--- src/source/motion_defines.svh ---
`ifndef MOTION_DEFINES_SVH
`define MOTION_DEFINES_SVH

// RGB pixel, 8 bits per channel
`define PIXEL_WIDTH 24

// Grayscale value
`define GRAY_WIDTH 8

// 16-entry FIFOs
`define FIFO_ADDR_WIDTH 4

// Gray difference above this is motion
`define MOTION_THRESHOLD 50

`endif

--- src/source/motion_pkg.sv ---
`include "motion_defines.svh"

package motion_pkg;

    // Label handed from execute to result stage
    typedef enum logic [0:0] {
        PIXEL_STILL  = 1'b0,
        PIXEL_MOTION = 1'b1
    } pixel_kind_t;

    // Occupancy of a pipeline register
    typedef enum logic [0:0] {
        STAGE_EMPTY = 1'b0,
        STAGE_FULL  = 1'b1
    } stage_state_t;

    // Decode stage output
    typedef struct packed {
        logic [`GRAY_WIDTH-1:0] base_gray;   // Background
        logic [`GRAY_WIDTH-1:0] image_gray;  // Live image
    } gray_pair_t;

    // Execute stage output
    typedef struct packed {
        pixel_kind_t            kind;
        logic [`GRAY_WIDTH-1:0] image_gray;  // Needed for the still case
    } classified_pixel_t;

endpackage

--- src/source/pixel_fifo.sv ---
`timescale 1ns/1ps

`include "motion_defines.svh"

module pixel_fifo #(
    parameter int ADDR_WIDTH = `FIFO_ADDR_WIDTH
) (
    input  logic                    clock,
    input  logic                    reset,

    input  logic                    wr_en,
    input  logic [`PIXEL_WIDTH-1:0] din,
    output logic                    full,

    input  logic                    rd_en,
    output logic [`PIXEL_WIDTH-1:0] dout,
    output logic                    empty
);

    localparam int DEPTH = 1 << ADDR_WIDTH;

    logic [`PIXEL_WIDTH-1:0] mem [0:DEPTH-1];

    // Extra top bit tells a full buffer from an empty one
    logic [ADDR_WIDTH:0] wr_ptr;
    logic [ADDR_WIDTH:0] rd_ptr;
    logic [ADDR_WIDTH:0] rd_ptr_next;

    assign empty = (wr_ptr == rd_ptr);
    assign full  = (wr_ptr[ADDR_WIDTH-1:0] == rd_ptr[ADDR_WIDTH-1:0]) &&
                   (wr_ptr[ADDR_WIDTH] != rd_ptr[ADDR_WIDTH]);

    assign rd_ptr_next = rd_en ? rd_ptr + 1'b1 : rd_ptr;

    always_ff @(posedge clock or posedge reset) begin
        if (reset) begin
            wr_ptr <= '0;
            rd_ptr <= '0;
        end else begin
            if (wr_en) begin
                wr_ptr <= wr_ptr + 1'b1;
            end
            rd_ptr <= rd_ptr_next;
        end
    end

    always_ff @(posedge clock) begin
        if (wr_en) begin
            mem[wr_ptr[ADDR_WIDTH-1:0]] <= din;
        end
    end

    // Registered read port that always holds the next head word.
    // A write landing on the head slot is forwarded, since the array
    // still has the old contents at this edge.
    always_ff @(posedge clock) begin
        if (wr_en && (wr_ptr[ADDR_WIDTH-1:0] == rd_ptr_next[ADDR_WIDTH-1:0])) begin
            dout <= din;
        end else begin
            dout <= mem[rd_ptr_next[ADDR_WIDTH-1:0]];
        end
    end

    write_while_full : assert property (
        @(posedge clock) disable iff (reset)
        wr_en |-> !full
    ) else $error("pixel_fifo: write while full");

    read_while_empty : assert property (
        @(posedge clock) disable iff (reset)
        rd_en |-> !empty
    ) else $error("pixel_fifo: read while empty");

endmodule

--- src/source/gray_convert.sv ---
`timescale 1ns/1ps

`include "motion_defines.svh"

module gray_convert
    import motion_pkg::*;
(
    input  logic                    clock,
    input  logic                    reset,

    output logic                    base_rd_en,
    input  logic                    base_empty,
    input  logic [`PIXEL_WIDTH-1:0] base_dout,

    output logic                    image_rd_en,
    input  logic                    image_empty,
    input  logic [`PIXEL_WIDTH-1:0] image_dout,

    output gray_pair_t              pair,
    output stage_state_t            pair_state,
    input  logic                    pair_take
);

    logic read_pair;
    logic slot_free;

    // Sum of R, G and B over 3, truncated
    function automatic logic [`GRAY_WIDTH-1:0] to_gray(input logic [`PIXEL_WIDTH-1:0] rgb);
        logic [9:0] sum;
        logic [9:0] quotient;
        sum      = {2'b00, rgb[23:16]} + {2'b00, rgb[15:8]} + {2'b00, rgb[7:0]};
        quotient = sum / 10'd3;
        return quotient[7:0];
    endfunction

    // Free now, or emptied by the next stage on this edge
    assign slot_free = (pair_state == STAGE_EMPTY) || pair_take;
    assign read_pair = !base_empty && !image_empty && slot_free;

    assign base_rd_en  = read_pair;  // Both FIFOs pop together
    assign image_rd_en = read_pair;

    always_ff @(posedge clock or posedge reset) begin
        if (reset) begin
            pair_state <= STAGE_EMPTY;
        end else if (read_pair) begin
            pair_state <= STAGE_FULL;
        end else if (pair_take) begin
            pair_state <= STAGE_EMPTY;
        end
    end

    always_ff @(posedge clock) begin
        if (read_pair) begin
            pair.base_gray  <= to_gray(base_dout);
            pair.image_gray <= to_gray(image_dout);
        end
    end

    // A lone pop would shift the two streams against each other
    strobes_paired : assert property (
        @(posedge clock) disable iff (reset)
        base_rd_en == image_rd_en
    ) else $error("gray_convert: read strobes differ");

endmodule

--- src/source/motion_detect.sv ---
`timescale 1ns/1ps

`include "motion_defines.svh"

module motion_detect
    import motion_pkg::*;
(
    input  logic              clock,
    input  logic              reset,

    input  gray_pair_t        pair,
    input  stage_state_t      pair_state,
    output logic              pair_take,

    output classified_pixel_t pixel,
    output stage_state_t      pixel_state,
    input  logic              pixel_take
);

    logic [`GRAY_WIDTH-1:0] diff;
    pixel_kind_t            kind;

    // Magnitude only, darker and brighter count the same
    always_comb begin
        if (pair.base_gray >= pair.image_gray) begin
            diff = pair.base_gray - pair.image_gray;
        end else begin
            diff = pair.image_gray - pair.base_gray;
        end
    end

    assign kind = (diff > `GRAY_WIDTH'(`MOTION_THRESHOLD)) ? PIXEL_MOTION : PIXEL_STILL;

    // Take whenever our register is free or drains this cycle
    assign pair_take = (pair_state == STAGE_FULL) &&
                       ((pixel_state == STAGE_EMPTY) || pixel_take);

    always_ff @(posedge clock or posedge reset) begin
        if (reset) begin
            pixel_state <= STAGE_EMPTY;
        end else if (pair_take) begin
            pixel_state <= STAGE_FULL;
        end else if (pixel_take) begin
            pixel_state <= STAGE_EMPTY;
        end
    end

    always_ff @(posedge clock) begin
        if (pair_take) begin
            pixel.kind       <= kind;
            pixel.image_gray <= pair.image_gray;
        end
    end

    // Decode stage must not present an empty register as taken
    take_needs_data : assert property (
        @(posedge clock) disable iff (reset)
        pair_take |-> (pair_state == STAGE_FULL)
    ) else $error("motion_detect: pair taken while empty");

    // A pair left waiting must not change under us
    pair_held : assert property (
        @(posedge clock) disable iff (reset)
        (pair_state == STAGE_FULL) && !pair_take |=> $stable(pair)
    ) else $error("motion_detect: pending pair changed");

endmodule

--- src/source/highlight_writer.sv ---
`timescale 1ns/1ps

`include "motion_defines.svh"

module highlight_writer
    import motion_pkg::*;
(
    input  logic                    clock,
    input  logic                    reset,

    input  classified_pixel_t       pixel,
    input  stage_state_t            pixel_state,
    output logic                    pixel_take,

    output logic                    out_wr_en,
    input  logic                    out_full,
    output logic [`PIXEL_WIDTH-1:0] out_din
);

    localparam logic [`PIXEL_WIDTH-1:0] RED = 24'hFF0000;

    // Pixel waits in the execute register while the output FIFO is full
    assign out_wr_en  = (pixel_state == STAGE_FULL) && !out_full;
    assign pixel_take = out_wr_en;  // Written and released on the same edge

    always_comb begin
        case (pixel.kind)
            PIXEL_MOTION: begin
                out_din = RED;
            end
            PIXEL_STILL: begin
                out_din = {pixel.image_gray, pixel.image_gray, pixel.image_gray};
            end
            default: begin
                out_din = '0;
            end
        endcase
    end

    no_write_when_full : assert property (
        @(posedge clock) disable iff (reset)
        out_full |-> !out_wr_en
    ) else $error("highlight_writer: write attempted while output FIFO full");

    // Held pixel keeps its value until the FIFO frees up
    stall_keeps_pixel : assert property (
        @(posedge clock) disable iff (reset)
        (pixel_state == STAGE_FULL) && out_full |=>
            (pixel_state == STAGE_FULL) && $stable(pixel)
    ) else $error("highlight_writer: pixel lost during stall");

endmodule

--- src/source/motion_detect_top.sv ---
`timescale 1ns/1ps

`include "motion_defines.svh"

module motion_detect_top
    import motion_pkg::*;
(
    input  logic                    clock,
    input  logic                    reset,

    input  logic                    base_wr_en,
    input  logic [`PIXEL_WIDTH-1:0] base_din,
    output logic                    base_full,

    input  logic                    image_wr_en,
    input  logic [`PIXEL_WIDTH-1:0] image_din,
    output logic                    image_full,

    input  logic                    result_rd_en,
    output logic [`PIXEL_WIDTH-1:0] result_dout,
    output logic                    result_empty
);

    // Input FIFOs to decode
    logic                    base_rd_en;
    logic                    base_empty;
    logic [`PIXEL_WIDTH-1:0] base_dout;
    logic                    image_rd_en;
    logic                    image_empty;
    logic [`PIXEL_WIDTH-1:0] image_dout;

    // Decode to execute
    gray_pair_t              pair;
    stage_state_t            pair_state;
    logic                    pair_take;

    // Execute to result
    classified_pixel_t       pixel;
    stage_state_t            pixel_state;
    logic                    pixel_take;

    // Result to output FIFO
    logic                    out_wr_en;
    logic                    out_full;
    logic [`PIXEL_WIDTH-1:0] out_din;

    pixel_fifo u_base_fifo (
        .clock (clock),
        .reset (reset),
        .wr_en (base_wr_en),
        .din   (base_din),
        .full  (base_full),
        .rd_en (base_rd_en),
        .dout  (base_dout),
        .empty (base_empty)
    );

    pixel_fifo u_image_fifo (
        .clock (clock),
        .reset (reset),
        .wr_en (image_wr_en),
        .din   (image_din),
        .full  (image_full),
        .rd_en (image_rd_en),
        .dout  (image_dout),
        .empty (image_empty)
    );

    gray_convert u_gray_convert (
        .clock       (clock),
        .reset       (reset),
        .base_rd_en  (base_rd_en),
        .base_empty  (base_empty),
        .base_dout   (base_dout),
        .image_rd_en (image_rd_en),
        .image_empty (image_empty),
        .image_dout  (image_dout),
        .pair        (pair),
        .pair_state  (pair_state),
        .pair_take   (pair_take)
    );

    motion_detect u_motion_detect (
        .clock       (clock),
        .reset       (reset),
        .pair        (pair),
        .pair_state  (pair_state),
        .pair_take   (pair_take),
        .pixel       (pixel),
        .pixel_state (pixel_state),
        .pixel_take  (pixel_take)
    );

    highlight_writer u_highlight_writer (
        .clock       (clock),
        .reset       (reset),
        .pixel       (pixel),
        .pixel_state (pixel_state),
        .pixel_take  (pixel_take),
        .out_wr_en   (out_wr_en),
        .out_full    (out_full),
        .out_din     (out_din)
    );

    pixel_fifo u_result_fifo (
        .clock (clock),
        .reset (reset),
        .wr_en (out_wr_en),
        .din   (out_din),
        .full  (out_full),
        .rd_en (result_rd_en),
        .dout  (result_dout),
        .empty (result_empty)
    );

endmodule

--- config.mk ---
export PLATFORM = sky130hd
export DESIGN_NAME = motion_detect_top
export DESIGN_NICKNAME = d
export VERILOG_FILES = /design/src/source/motion_pkg.sv /design/src/source/pixel_fifo.sv /design/src/source/gray_convert.sv /design/src/source/motion_detect.sv /design/src/source/highlight_writer.sv /design/src/source/motion_detect_top.sv
export VERILOG_INCLUDE_DIRS = /design/src /design/src/source
export SDC_FILE = /design/constraint.sdc
export NUM_CORES = 1
export LEC_CHECK = 0
export ABC_AREA = 1
export BUFFER_PORTS_ARGS = -buffer_cell sky130_fd_sc_hd__buf_4
export CORE_UTILIZATION = 43
export DETAILED_ROUTE_END_ITERATION = 12
export SYNTH_ARGS = -nofsm -noshare
export SYNTH_HDL_FRONTEND = slang
export SYNTH_HIERARCHICAL = 1
export SYNTH_SLANG_ARGS = --single-unit
--- constraint.sdc ---
create_clock -name clock -period 7.4 [get_ports clock]
set_clock_uncertainty 0.1 [all_clocks]
set_input_delay 0.37 -clock clock [delete_from_list [all_inputs] [get_ports clock]]
set_output_delay 0.37 -clock clock [all_outputs]
set_load 0.01 [all_outputs]
==> impl_results.rst <==
.. list-table::
   :header-rows: 1

   * - Metric
     - Value
   * - Period utilization
     - 89.4%
   * - Number of enable-type register cells in the synthesized netlist
     - 1177
   * - Critical path peak fanout
     - 139
   * - Area of the die
     - 130000 um2
   * - TritonCTS clock tree
     - done
   * - Number of nets produced by synthesis
     - 5610
   * - Max-slew headroom
     - 19.2%
   * - Synth Instances
     - 5485
   * - Number of nets in the final layout
     - 5698
   * - Number of buffers inserted for hold repair after clock tree synthesis
     - 53
   * - Flops & latches, synth
     - 1221
   * - Post-route standard cell area excluding fillers
     - 62500 um2
   * - Cell count of the worst reg-to-reg path
     - 43
   * - Final ANT Viol Nets
     - 0
   * - Cell with the largest stage delay on the worst path
     - sky130_fd_sc_hd__buf_4
   * - Buffers on Ports
     - 79
   * - Max incr delay on CP
     - 0.63 ns
   * - Die extent in x
     - 361 um
   * - Worst Path Class, Setup
     - reg2reg
   * - Initial cell density of the core
     - 43.3%
   * - Proportion of register bits with asynchronous set or reset after synthesis
     - 2.62%
   * - Global-route congestion overflow total
     - 0
   * - Via count
     - 36771
   * - Clock slew seen by the registers of the worst setup and hold paths
     - 0.06 ns
   * - Area growth from synthesis to layout
     - 13.0%
   * - Worst min-delay path category
     - in2async
   * - Worst slack after detailed placement
     - 0.858 ns
   * - Mean cell area of the mapped netlist
     - 10.1 um2
   * - Synthesis Warnings
     - 6
   * - Drt total wl
     - 137 mm
   * - Per-cell routed wire length
     - 18.7 um
   * - Total track usage
     - 21.1%
   * - Number of global-route vias before repair
     - 35886
   * - Final hold violation count
     - 0
   * - Status
     - completed
   * - Fraction of layout instances using a drive strength above 1
     - 8.15%
   * - Cell repeated most along the worst path
     - sky130_fd_sc_hd__nand2_1
   * - TritonCTS buffer count
     - 135
   * - Core region area
     - 128000 um2
   * - Level count of the clock H-tree
     - 4
   * - RSZ-0062 raised after global routing
     - false
   * - Max Buffers Root-to-Sink
     - 3
   * - Residual DRC
     - 0
   * - Most common library cell in the layout ignoring fill and taps
     - sky130_fd_sc_hd__nand2_1
   * - Final critical-path required period
     - 6.61 ns
   * - MaxCap Viol Count
     - 0
   * - Leading register cell type out of synthesis
     - sky130_fd_sc_hd__edfxtp_1
   * - Pin count of the biggest net entering global routing
     - 193
   * - Sequential share of the synthesized area
     - 65.8%
   * - Slew @ Worst Pin
     - 1.21 ns
   * - Most frequent cells in the layout
     - sky130_fd_sc_hd__nand2_1 (1724), sky130_fd_sc_hd__edfxtp_1 (1177), sky130_fd_sc_hd__inv_1 (1011), sky130_fd_sc_hd__nand3_1 (905), sky130_fd_sc_hd__buf_4 (145)
   * - Hpwl dp
     - 70.7 mm
   * - Setup slack of the critical path after layout
     - 0.787 ns
   * - Number of setup buffers added after CTS
     - 0
   * - Clock latency at the later pin of the worst-skew pair
     - 0.77 ns
   * - Std-Cell Rows
     - 131
   * - Last weighted congestion value of the routability-driven placer
     - 0.832
   * - Initial detailed-routing violation count
     - 2928
   * - Number of search-and-repair iterations in the first detailed-routing pass
     - 7
   * - Reg-to-reg slack, setup
     - 0.79 ns
   * - Count of boundary I/O pins
     - 80
   * - Count of clock tree sinks
     - 1221
   * - Crit path capture type
     - register
   * - Mapped cell area
     - 55300 um2
   * - Die Y
     - 361 um
   * - Achievable clock frequency
     - 151 MHz
   * - Data arrival time at the worst-slack endpoint
     - 7.04 ns
   * - Crit start category
     - register
   * - Post_cts resized
     - 0
   * - Setup violation total in the final timing report
     - 0
   * - Area of placed instances
     - 57700 um2
   * - CTS Root Cell
     - sky130_fd_sc_hd__clkbuf_16
   * - Worst R2R End
     - u_gray_convert/pair[0]
   * - Setup total negative slack
     - 0 ns
   * - Vias per cell
     - 5.01
   * - Pins Over Slew Limit
     - 0
   * - Fin Hold WS
     - 0.100 ns
   * - Data required time of the worst path
     - 7.82 ns
   * - Number of different library cells in the post-synthesis netlist
     - 42
   * - End point of the critical path
     - u_gray_convert/pair[0]
   * - Initial antenna violation count
     - 6
   * - First-pass GRT wire length
     - 210 mm
==> worst max-delay path: cells and delay by family, from the launching register on <==
family | cells | cell delay [ns]
buffers and inverters | 7 | 1.38
xor gates and xnor gates | 1 | 0.13
AOI/OAI and AO/OA | 5 | 0.75
DFF | 1 | 0.38
adders and majority gates | 3 | 0.85
and+or+nand+nor | 27 | 2.68
==> Yosys cell counts (2+ instances only) <==
master	number	area share, %
sky130_fd_sc_hd__a21oi_2	2	0.032
sky130_fd_sc_hd__nand2_1	1724	12
sky130_fd_sc_hd__fa_1	6	0.22
sky130_fd_sc_hd__nand4_1	17	0.19
sky130_fd_sc_hd__o21ai_2	4	0.063
sky130_fd_sc_hd__buf_2	136	1.2
sky130_fd_sc_hd__nand3b_1	5	0.068
sky130_fd_sc_hd__mux2_2	3	0.061
sky130_fd_sc_hd__nand3_1	905	8.2
sky130_fd_sc_hd__nor2_1	76	0.52
sky130_fd_sc_hd__xnor2_1	32	0.51
sky130_fd_sc_hd__edfxtp_1	1177	64
sky130_fd_sc_hd__nand3_2	11	0.20
sky130_fd_sc_hd__ha_1	66	1.5
sky130_fd_sc_hd__nor3_1	5	0.045
sky130_fd_sc_hd__or2_1	3	0.034
sky130_fd_sc_hd__buf_6	2	0.041
sky130_fd_sc_hd__nand2_4	5	0.10
sky130_fd_sc_hd__a31oi_1	2	0.023
sky130_fd_sc_hd__o21bai_1	4	0.054
sky130_fd_sc_hd__or2_4	2	0.032
sky130_fd_sc_hd__dfrtp_1	32	1.4
sky130_fd_sc_hd__o21ai_1	9	0.081
sky130_fd_sc_hd__a21oi_1	27	0.24
sky130_fd_sc_hd__inv_1	1014	6.9
sky130_fd_sc_hd__o21ai_0	9	0.081
sky130_fd_sc_hd__dfxtp_1	12	0.43
sky130_fd_sc_hd__xor2_1	33	0.52
sky130_fd_sc_hd__nand2_2	24	0.27
sky130_fd_sc_hd__buf_1	30	0.20
sky130_fd_sc_hd__buf_4	52	0.71
sky130_fd_sc_hd__inv_2	14	0.095
sky130_fd_sc_hd__clkbuf_1	33	0.22
==> final cells by class <==
cell class / count / area, um2
antenna: 2 / 5.00
multi-input combinational: 2982 / 14100
inverter: 1028 / 3880
tap: 1662 / 2080
timing repair buffer: 205 / 1760
fill: 11402 / 65200
clock buffer: 166 / 3560
clock inverter: 77 / 713
sequential: 1221 / 36400
==> worst min path at each step <==
stage	start	endpoint	cells past startpoint
2_1_floorplan	reset	u_gray_convert/pair_state	1
3_3_place_gp	reset	u_gray_convert/pair_state	2
3_5_place_dp	reset	u_gray_convert/pair_state	2
4_1_cts	reset	u_base_fifo/rd_ptr[0]	3
5_1_grt	reset	u_base_fifo/rd_ptr[0]	3
6_report	reset	u_base_fifo/rd_ptr[0]	3
==> cells by family (layout without fill, tap and decap cells) <==
group,Yosys count,count (layout),share of synthesized area [%]
muxes,3,3,0.0610
adders and majority gates,72,72,1.71
AOI/OAI and AO/OA,62,62,0.663
buffers and inverters,1282,1476,9.39
and+or+nand+nor,2780,2780,21.4
xor gates and xnor gates,65,65,1.03
DFF,1221,1221,65.8
other,0,2,0
==> per-stage QoR <==
step	instances	util [%]
after global placement	7045	45.2
after floorplan	5485	-
after CTS	7341	49.0
after detailed placement	7045	45.2
after global routing	7343	49.0
final	7343	49.0
==> flip-flops by register name (all words and copies together) (netlist names), named ones only <==
register,count
u_base_fifo/rd_ptr,5
u_gray_convert/pair,16
u_result_fifo/wr_ptr,5
u_motion_detect/pixel,9
u_base_fifo/wr_ptr,5
u_image_fifo/rd_ptr,5
u_base_fifo/mem,384
u_image_fifo/wr_ptr,5
u_result_fifo/mem,384
u_image_fifo/mem,384
u_result_fifo/rd_ptr,5
u_motion_detect/pixel_state,1
u_gray_convert/pair_state,1
==> layer usage <==
metal	wire length [um]	share of wire, %	global-route usage (%)	vias to the layer above
met3	7750	5.7	3.45	222
met2	66300	48	35.7	975
met5	39	0.028	0	-
met4	3210	2.3	6.64	6
met1	59600	44	27.9	17751
li1	-	-	-	17817
Power is not shown: default switching activity piles up to over one toggle a cycle in this logic, so the estimate is an artifact.
